$ cat config.mk
export PLATFORM = sky130hd
export DESIGN_NAME = video_top
export DESIGN_NICKNAME = d
export VERILOG_FILES = /design/src/verilog/video_pkg.sv /design/src/verilog/video_ports.sv /design/src/verilog/video_sync.sv /design/src/verilog/video_fetch.sv /design/src/verilog/video_render.sv /design/src/verilog/video_out.sv /design/src/verilog/video_top.sv
export SDC_FILE = /design/constraint.sdc
export NUM_CORES = 2
export LEC_CHECK = 0
export BUFFER_PORTS_ARGS = -buffer_cell sky130_fd_sc_hd__buf_4
export CAP_MARGIN = 20
export CORE_AREA = 2 2 415 417
export DETAILED_ROUTE_END_ITERATION = 6
export DIE_AREA = 0 0 417 419
export SLEW_MARGIN = 0
export SYNTH_ARGS = -nofsm -noshare
export SYNTH_HDL_FRONTEND = slang
export SYNTH_SLANG_ARGS = --single-unit
$ cat constraint.sdc
create_clock -name clk -period 9.8 [get_ports clk]
set_input_delay 0.49 -clock clk [delete_from_list [all_inputs] [get_ports clk]]
set_output_delay 0.49 -clock clk [all_outputs]
set_load 0.05 [all_outputs]
$ cat src/verilog/video_pkg.sv
`default_nettype none

package video_pkg;

	// raster position
	typedef logic [8:0] col_t;
	typedef logic [8:0] row_t;

	// palette index and CRAM entry, 0:R5:G5:B5
	typedef logic [7:0] colour_idx_t;
	typedef logic [14:0] cram_colour_t;

	// DRAM word address and data
	typedef logic [20:0] dram_addr_t;
	typedef logic [15:0] dram_word_t;

	// one DAC channel
	typedef logic [1:0] dac_t;

	// register values seen by the raster logic
	typedef struct packed {
		colour_idx_t border;
		// live copy, re-latched at frame start
		logic [7:0] vpage;
		// live copy, re-latched at line start
		logic [3:0] palsel;
		col_t hint_beg;
		row_t vint_beg;
	} video_regs_t;

	// raster position with its window flag and strobes
	typedef struct packed {
		col_t col;
		row_t row;
		logic hvpix;
		logic line_start;
		logic frame_start;
	} raster_t;

endpackage

`default_nettype wire

$ cat src/verilog/video_ports.sv
`timescale 1ns/1ps
`default_nettype none

module video_ports (
	input wire clk,
	input wire arst_n,

	input wire [7:0] d,

	// Z80 port write strobes
	input wire border_wr,
	input wire vpage_wr,
	input wire palsel_wr,
	input wire hint_beg_wr,
	input wire vint_begl_wr,
	input wire vint_begh_wr,

	input wire line_start,
	input wire frame_start,

	output video_pkg::video_regs_t regs
);

	// Z80-side copies, moved to the live ones at the raster strobes
	logic [7:0] vpage_z;
	logic [3:0] palsel_z;

	always_ff @(posedge clk or negedge arst_n) begin
		if (!arst_n) begin
			regs <= '0;
			vpage_z <= '0;
			palsel_z <= '0;
		end else begin
			if (border_wr)
				regs.border <= d;
			if (vpage_wr)
				vpage_z <= d;
			if (palsel_wr)
				palsel_z <= d[3:0];
			if (hint_beg_wr)
				regs.hint_beg <= {1'b0, d};

			// vint_beg comes in two halves
			if (vint_begl_wr)
				regs.vint_beg[7:0] <= d;
			if (vint_begh_wr)
				regs.vint_beg[8] <= d[0];

			// no tearing on mid-frame writes
			if (frame_start)
				regs.vpage <= vpage_z;
			if (line_start)
				regs.palsel <= palsel_z;
		end
	end

endmodule

`default_nettype wire

$ cat src/verilog/video_sync.sv
`timescale 1ns/1ps
`default_nettype none

module video_sync #(
	parameter int h_total = 64,
	parameter int h_sync = 4,
	parameter int hpix_beg = 16,
	parameter int hpix_end = 48,
	parameter int v_total = 24,
	parameter int v_sync = 2,
	parameter int vpix_beg = 6,
	parameter int vpix_end = 18
) (
	input wire clk,
	input wire arst_n,

	input wire video_pkg::video_regs_t regs,

	output video_pkg::raster_t raster,

	output wire hsync,
	output wire vsync,
	output wire csync,
	output wire int_start
);

	video_pkg::col_t col;
	video_pkg::row_t row;

	logic hpix;
	logic vpix;
	logic line_start;
	logic frame_start;
	logic hsync_c;
	logic vsync_c;
	logic int_c;

	// {int, csync, vsync, hsync} per stage
	logic [2:0][3:0] dly;

	always_ff @(posedge clk or negedge arst_n) begin
		if (!arst_n) begin
			col <= '0;
			row <= '0;
		end else if (col == video_pkg::col_t'(h_total - 1)) begin
			col <= '0;
			if (row == video_pkg::row_t'(v_total - 1))
				row <= '0;
			else
				row <= row + 1'b1;
		end else begin
			col <= col + 1'b1;
		end
	end

	assign hpix = col >= video_pkg::col_t'(hpix_beg) && col < video_pkg::col_t'(hpix_end);
	assign vpix = row >= video_pkg::row_t'(vpix_beg) && row < video_pkg::row_t'(vpix_end);

	assign line_start = col == '0;
	assign frame_start = line_start && row == '0;

	// syncs low from column 0 and line 0
	assign hsync_c = col >= video_pkg::col_t'(h_sync);
	assign vsync_c = row >= video_pkg::row_t'(v_sync);
	assign int_c = row == regs.vint_beg && col == regs.hint_beg;

	// match the 3-cycle pixel path to the DAC
	always_ff @(posedge clk or negedge arst_n) begin
		if (!arst_n)
			dly <= {3{4'b0111}};
		else
			dly <= {dly[1:0], {int_c, hsync_c & vsync_c, vsync_c, hsync_c}};
	end

	assign hsync = dly[2][0];
	assign vsync = dly[2][1];
	assign csync = dly[2][2];
	assign int_start = dly[2][3];

	assign raster = '{
		col: col,
		row: row,
		hvpix: hpix && vpix,
		line_start: line_start,
		frame_start: frame_start
	};

endmodule

`default_nettype wire

$ cat src/verilog/video_fetch.sv
`timescale 1ns/1ps
`default_nettype none

module video_fetch #(
	parameter int hpix_beg = 16,
	parameter int hpix_end = 48,
	parameter int vpix_beg = 6,
	parameter int vpix_end = 18
) (
	input wire clk,
	input wire arst_n,

	input wire video_pkg::raster_t raster,
	input wire video_pkg::video_regs_t regs,

	// DRAM side
	output logic video_go,
	output video_pkg::dram_addr_t video_addr,
	input wire video_strobe,
	input wire video_pkg::dram_word_t dram_rddata,

	output video_pkg::dram_word_t word
);

	// go rises one column after the request decision
	localparam video_pkg::col_t first_req = video_pkg::col_t'(hpix_beg - 9);
	localparam video_pkg::col_t next_beg = video_pkg::col_t'(hpix_beg - 1);
	localparam video_pkg::col_t next_end = video_pkg::col_t'(hpix_end - 9);

	logic vline;
	logic req;
	logic swap;
	logic [5:0] wcnt;
	video_pkg::col_t xpix;
	video_pkg::row_t yoff;
	video_pkg::dram_word_t nxt;

	assign vline = raster.row >= video_pkg::row_t'(vpix_beg) &&
		raster.row < video_pkg::row_t'(vpix_end);

	assign xpix = raster.col - video_pkg::col_t'(hpix_beg);
	assign yoff = raster.row - video_pkg::row_t'(vpix_beg);

	// first word 8 columns ahead, the rest 4 ahead
	assign req = vline && (raster.col == first_req ||
		(raster.col >= next_beg && raster.col <= next_end && xpix[1:0] == 2'd3));

	// start of each 4-pixel group
	assign swap = raster.hvpix && xpix[1:0] == 2'd0;

	always_ff @(posedge clk or negedge arst_n) begin
		if (!arst_n) begin
			video_go <= 1'b0;
			video_addr <= '0;
			wcnt <= '0;
		end else begin
			if (raster.line_start)
				wcnt <= '0;
			else if (req)
				wcnt <= wcnt + 1'b1;

			// a new request may follow the strobe with no idle cycle
			if (req) begin
				video_go <= 1'b1;
				video_addr <= {regs.vpage, 13'd0} +
					video_pkg::dram_addr_t'({yoff, 6'd0}) +
					video_pkg::dram_addr_t'(wcnt);
			end else if (video_strobe) begin
				video_go <= 1'b0;
			end
		end
	end

	always_ff @(posedge clk) begin
		if (video_strobe)
			nxt <= dram_rddata;
		if (swap)
			word <= nxt;
	end

endmodule

`default_nettype wire

$ cat src/verilog/video_render.sv
`timescale 1ns/1ps
`default_nettype none

module video_render (
	input wire clk,
	input wire arst_n,

	input wire video_pkg::raster_t raster,
	input wire video_pkg::video_regs_t regs,
	input wire video_pkg::dram_word_t word,

	output video_pkg::colour_idx_t index
);

	logic hvpix_q;
	logic [1:0] phase_q;
	logic [3:0] nibble;

	// phase restarts on each window entry
	always_ff @(posedge clk or negedge arst_n) begin
		if (!arst_n) begin
			hvpix_q <= 1'b0;
			phase_q <= '0;
		end else begin
			hvpix_q <= raster.hvpix;
			phase_q <= (raster.hvpix && hvpix_q) ? phase_q + 1'b1 : 2'd0;
		end
	end

	// leftmost pixel in the top nibble
	always_comb begin
		case (phase_q)
			2'd0: nibble = word[15:12];
			2'd1: nibble = word[11:8];
			2'd2: nibble = word[7:4];
			default: nibble = word[3:0];
		endcase
	end

	assign index = hvpix_q ? {regs.palsel, nibble} : regs.border;

endmodule

`default_nettype wire

$ cat src/verilog/video_out.sv
`timescale 1ns/1ps
`default_nettype none

module video_out (
	input wire clk,
	input wire arst_n,

	input wire video_pkg::colour_idx_t index,

	// Z80 side CRAM write
	input wire cram_we,
	input wire [7:0] zma,
	input wire video_pkg::cram_colour_t zmd,

	output video_pkg::dac_t vred,
	output video_pkg::dac_t vgrn,
	output video_pkg::dac_t vblu
);

	video_pkg::cram_colour_t cram [256];
	video_pkg::cram_colour_t colour;

	// write port and registered read port
	always_ff @(posedge clk) begin
		if (cram_we)
			cram[zma] <= zmd;
		colour <= cram[index];
	end

	// top two bits of each 5-bit channel
	always_ff @(posedge clk or negedge arst_n) begin
		if (!arst_n) begin
			vred <= '0;
			vgrn <= '0;
			vblu <= '0;
		end else begin
			vred <= colour[14:13];
			vgrn <= colour[9:8];
			vblu <= colour[4:3];
		end
	end

endmodule

`default_nettype wire

$ cat src/verilog/video_top.sv
`timescale 1ns/1ps
`default_nettype none

module video_top #(
	parameter int h_total = 64,
	parameter int h_sync = 4,
	parameter int hpix_beg = 16,
	parameter int hpix_end = 48,
	parameter int v_total = 24,
	parameter int v_sync = 2,
	parameter int vpix_beg = 6,
	parameter int vpix_end = 18
) (
	input wire clk,
	input wire arst_n,

	// Z80 port writes
	input wire [7:0] d,
	input wire border_wr,
	input wire vpage_wr,
	input wire palsel_wr,
	input wire hint_beg_wr,
	input wire vint_begl_wr,
	input wire vint_begh_wr,

	// CRAM write
	input wire cram_we,
	input wire [7:0] zma,
	input wire video_pkg::cram_colour_t zmd,

	// DRAM
	output wire video_go,
	output wire video_pkg::dram_addr_t video_addr,
	input wire video_strobe,
	input wire video_pkg::dram_word_t dram_rddata,

	// syncs and DAC
	output wire hsync,
	output wire vsync,
	output wire csync,
	output wire int_start,
	output wire video_pkg::dac_t vred,
	output wire video_pkg::dac_t vgrn,
	output wire video_pkg::dac_t vblu
);

	video_pkg::video_regs_t regs;
	video_pkg::raster_t raster;
	video_pkg::dram_word_t word;
	video_pkg::colour_idx_t index;

	video_ports video_ports (
		.clk          (clk),
		.arst_n       (arst_n),
		.d            (d),
		.border_wr    (border_wr),
		.vpage_wr     (vpage_wr),
		.palsel_wr    (palsel_wr),
		.hint_beg_wr  (hint_beg_wr),
		.vint_begl_wr (vint_begl_wr),
		.vint_begh_wr (vint_begh_wr),
		.line_start   (raster.line_start),
		.frame_start  (raster.frame_start),
		.regs         (regs)
	);

	video_sync #(
		.h_total  (h_total),
		.h_sync   (h_sync),
		.hpix_beg (hpix_beg),
		.hpix_end (hpix_end),
		.v_total  (v_total),
		.v_sync   (v_sync),
		.vpix_beg (vpix_beg),
		.vpix_end (vpix_end)
	) video_sync (
		.clk       (clk),
		.arst_n    (arst_n),
		.regs      (regs),
		.raster    (raster),
		.hsync     (hsync),
		.vsync     (vsync),
		.csync     (csync),
		.int_start (int_start)
	);

	video_fetch #(
		.hpix_beg (hpix_beg),
		.hpix_end (hpix_end),
		.vpix_beg (vpix_beg),
		.vpix_end (vpix_end)
	) video_fetch (
		.clk          (clk),
		.arst_n       (arst_n),
		.raster       (raster),
		.regs         (regs),
		.video_go     (video_go),
		.video_addr   (video_addr),
		.video_strobe (video_strobe),
		.dram_rddata  (dram_rddata),
		.word         (word)
	);

	video_render video_render (
		.clk    (clk),
		.arst_n (arst_n),
		.raster (raster),
		.regs   (regs),
		.word   (word),
		.index  (index)
	);

	video_out video_out (
		.clk     (clk),
		.arst_n  (arst_n),
		.index   (index),
		.cram_we (cram_we),
		.zma     (zma),
		.zmd     (zmd),
		.vred    (vred),
		.vgrn    (vgrn),
		.vblu    (vblu)
	);

endmodule

`default_nettype wire

==> results.ini <==
[status]
status=finished clean

[clocking]
numClockSinks=1690
cts.clk_slew.worst_paths_ps=60
htreeDepth=4
cts.repair.resized=0
numCtsBuffers=172
holdBufCountCts=39
cts-root-buf=clkbuf_16
cts_tree=yes
cts_buffer_depth=3
clock_latency_ps=810
postCtsSetupRepairBufs=0

[route]
drt_iter0_drc=5216
vias=41595
routed_via_density=5.65
firstDrtPassIters=6
drc=0
finalWirelength_mm=179
post_drt_wl_per_cell_um=24.4
final_antenna_net_count=0

[timing]
hold-worst-slack_ps=132
setup_ws_ps=3930
setup_viol=0
fin_crit_sh_pct=59.9
worst_pin_slew_ps=1130
fin_setup_tns_ps=0
max_freq_mhz=170
maxSlewHeadroom_pct=24.7
rsz0062_at_grt=no
finClkSkew_ps=29.1
finalMaxSlewViolations=0
hold_viol=0
post-route-min-period_ps=5870

[synth]
yosys_warnings=0
synth_cells=4991
synthArstFlopShare_pct=6.86
syn-cell-area_sq_um=67700
yosysSeqAreaShare_pct=74.0
avgSynthCellArea_sq_um=13.6
synth-main-ff-cell=edfxtp_1
ys_ff_latch=1690
synth_nets=5063
synth_edf_count=1568
synth.distinct_cells=62

[layout]
final_common_cell=edfxtp_1
drive_gt1_share_pct=9.23
instances_no_fill=7364
fillers=14916
post-route-util_pct=44.8
fin_nets=5059
design_area_sq_um=76400
area_growth_pct=12.8
final_cell_mix=1568 x edfxtp_1, 1168 x nand2_1, 281 x nor2_1, 238 x nand3_1, 207 x a21oi_1

[placed_design]
dpl.hpwl_mm=99.8
dp.cells=7005
place_area_sq_um=70300
place.gp.congestion=0.813
numPortBuffers=79
dpl_worst_slack_ps=4050

[min_path]
min_path_type=input pin to flop
min-delay-start=zmd[4]

[grt]
antenna_found_initial=9
grt_pass1_wl_mm=263
grt_pass1_vias=39800
grt_start_max_net_pins=161
grt_util_all_layers_pct=20.1
grt-ovfl-total=0

[critical_path]
cp_data_required_time_ps=10450
arrival_ps=6520
path_max_fanout=63
cp_common_cell=buf_4
crit_path_top_delay_cell=dfrtp_1
cp-start-kind=flop
crit_chain=nand2b_4 > buf_4 > nand2_4 > buf_4 > nand2_1 > a21oi_1 > o311ai_0 > nand3_1 > a41oi_1 > a2111oi_2
crit_path_end_kind=flop
timing.rr.start=video_render.hvpix_q
crit_start=video_render.hvpix_q
crit_type=flop to flop
critical-path-max-stage-delay_ps=940

[floorplanning]
start_util_pct=39.7
placementRows=152
fp.dieW_um=417
die_h_um=419
die_area_sq_um=175000
num_io_pins=89
core-area_sq_um=171000

[power]
power.total_mw=15.9
leakagePower_nw=25.4
ir_drop_mv=0.204
p_per_area_nw_per_um2=208

[job]
maxCapViolations=0

## critical path: cells and delay by family, from the launching register on
| kind | cells | cell delay, ps |
|---|---|---|
| buffers and inverters | 2 | 1170 |
| AND/OR/NAND/NOR | 4 | 1830 |
| AO/OA/AOI/OAI | 4 | 1510 |
| flip-flops | 1 | 940 |
## sequential cells by signal (all words and copies together), names as in the netlist, 2 cells and up
name	count
video_fetch.wcnt	6
video_sync.dly	8
video_sync.row	9
video_out.vred	2
video_ports.palsel_z	4
video_out.colour	6
video_out.cram	1536
video_render.phase_q	2
video_sync.col	9
video_fetch.video_addr	21
video_fetch.word	16
video_fetch.nxt	16
video_ports.regs	37
video_out.vblu	2
video_ports.vpage_z	8
video_out.vgrn	2
## kinds of logic (layout without fill, tap and decap cells)
group           count (synthesis)  in the layout  share of synthesized area [%]
mux                           163            163                           2.52
buf+inv                       387            520                           2.47
simple gates                 1895           1895                           11.7
other cells                     0              7                              0
fa+ha+maj                      15             15                          0.288
flops                        1690           1690                           74.0
xor+xnor                       43             43                          0.556
compound gates                798            798                           8.41
## cell usage after synthesis, types with 8 or more instances
cell type	instances	area, sq um
dfstp_2	9	236
xnor2_1	18	158
a31oi_1	115	719
a32oi_1	96	841
mux2_2	62	698
nor3_1	8	40.0
o21ai_0	31	155
a211oi_1	107	803
buf_1	35	131
nand4_1	14	87.6
dfrtp_1	107	2680
nand3_1	238	1190
ha_1	14	175
mux2i_1	101	1010
xor2_1	25	219
a32o_1	17	170
o311ai_0	82	718
nand2_1	1169	4390
buf_4	16	120
o311ai_1	14	123
buf_2	121	606
o2111ai_1	79	692
clkbuf_1	195	732
nor2_1	281	1050
edfxtp_1	1568	47100
a21oi_1	209	1050
o31a_1	10	87.6
inv_1	18	67.6
nor2b_1	13	81.3
and3_1	150	938
## final cells by class
| cell class | count | area, sq um | area share [%] |
|---|---|---|---|
| sequential | 1690 | 50100 | 65.6 |
| multi-input combinational | 2914 | 16000 | 21.0 |
| clock buffer | 218 | 4640 | 6.08 |
| tap | 2233 | 2790 | 3.66 |
| timing repair buffer | 191 | 1720 | 2.25 |
| clock inverter | 93 | 950 | 1.24 |
| inverter | 18 | 67.6 | 0.0885 |
| antenna | 7 | 17.5 | 0.0229 |
## where the power goes
part | internal (mW) | switching, mW
Sequential | 7.94 | 0.0361
Clock | 3.78 | 2.77
Combinational | 0.362 | 0.981
Total | 12.1 | 3.79
## per-layer routing
metal / vias to the layer above / track usage (%) / routed length, um
met4: 0 / 6.31 / 5250
met2: 1704 / 32.4 / 84900
met5: - / 0 / 0
met3: 254 / 3.15 / 13500
li1: 18753 / - / -
met1: 20884 / 28.1 / 75700
## final timing paths
path                                         end  slack, ps  cells after the start
max                         video_out.colour[13]       3930                     10
min                        video_out.cram[56][4]        130                      1
max reg2reg                 video_out.colour[13]       3930                     10
min reg2reg                 video_sync.int_start        350                      0
max in group asynchronous      video_out.vblu[0]       8260                      3
min in group asynchronous      video_sync.row[1]        360                      2
No activity file was read; power rests on OpenSTA's default activity.
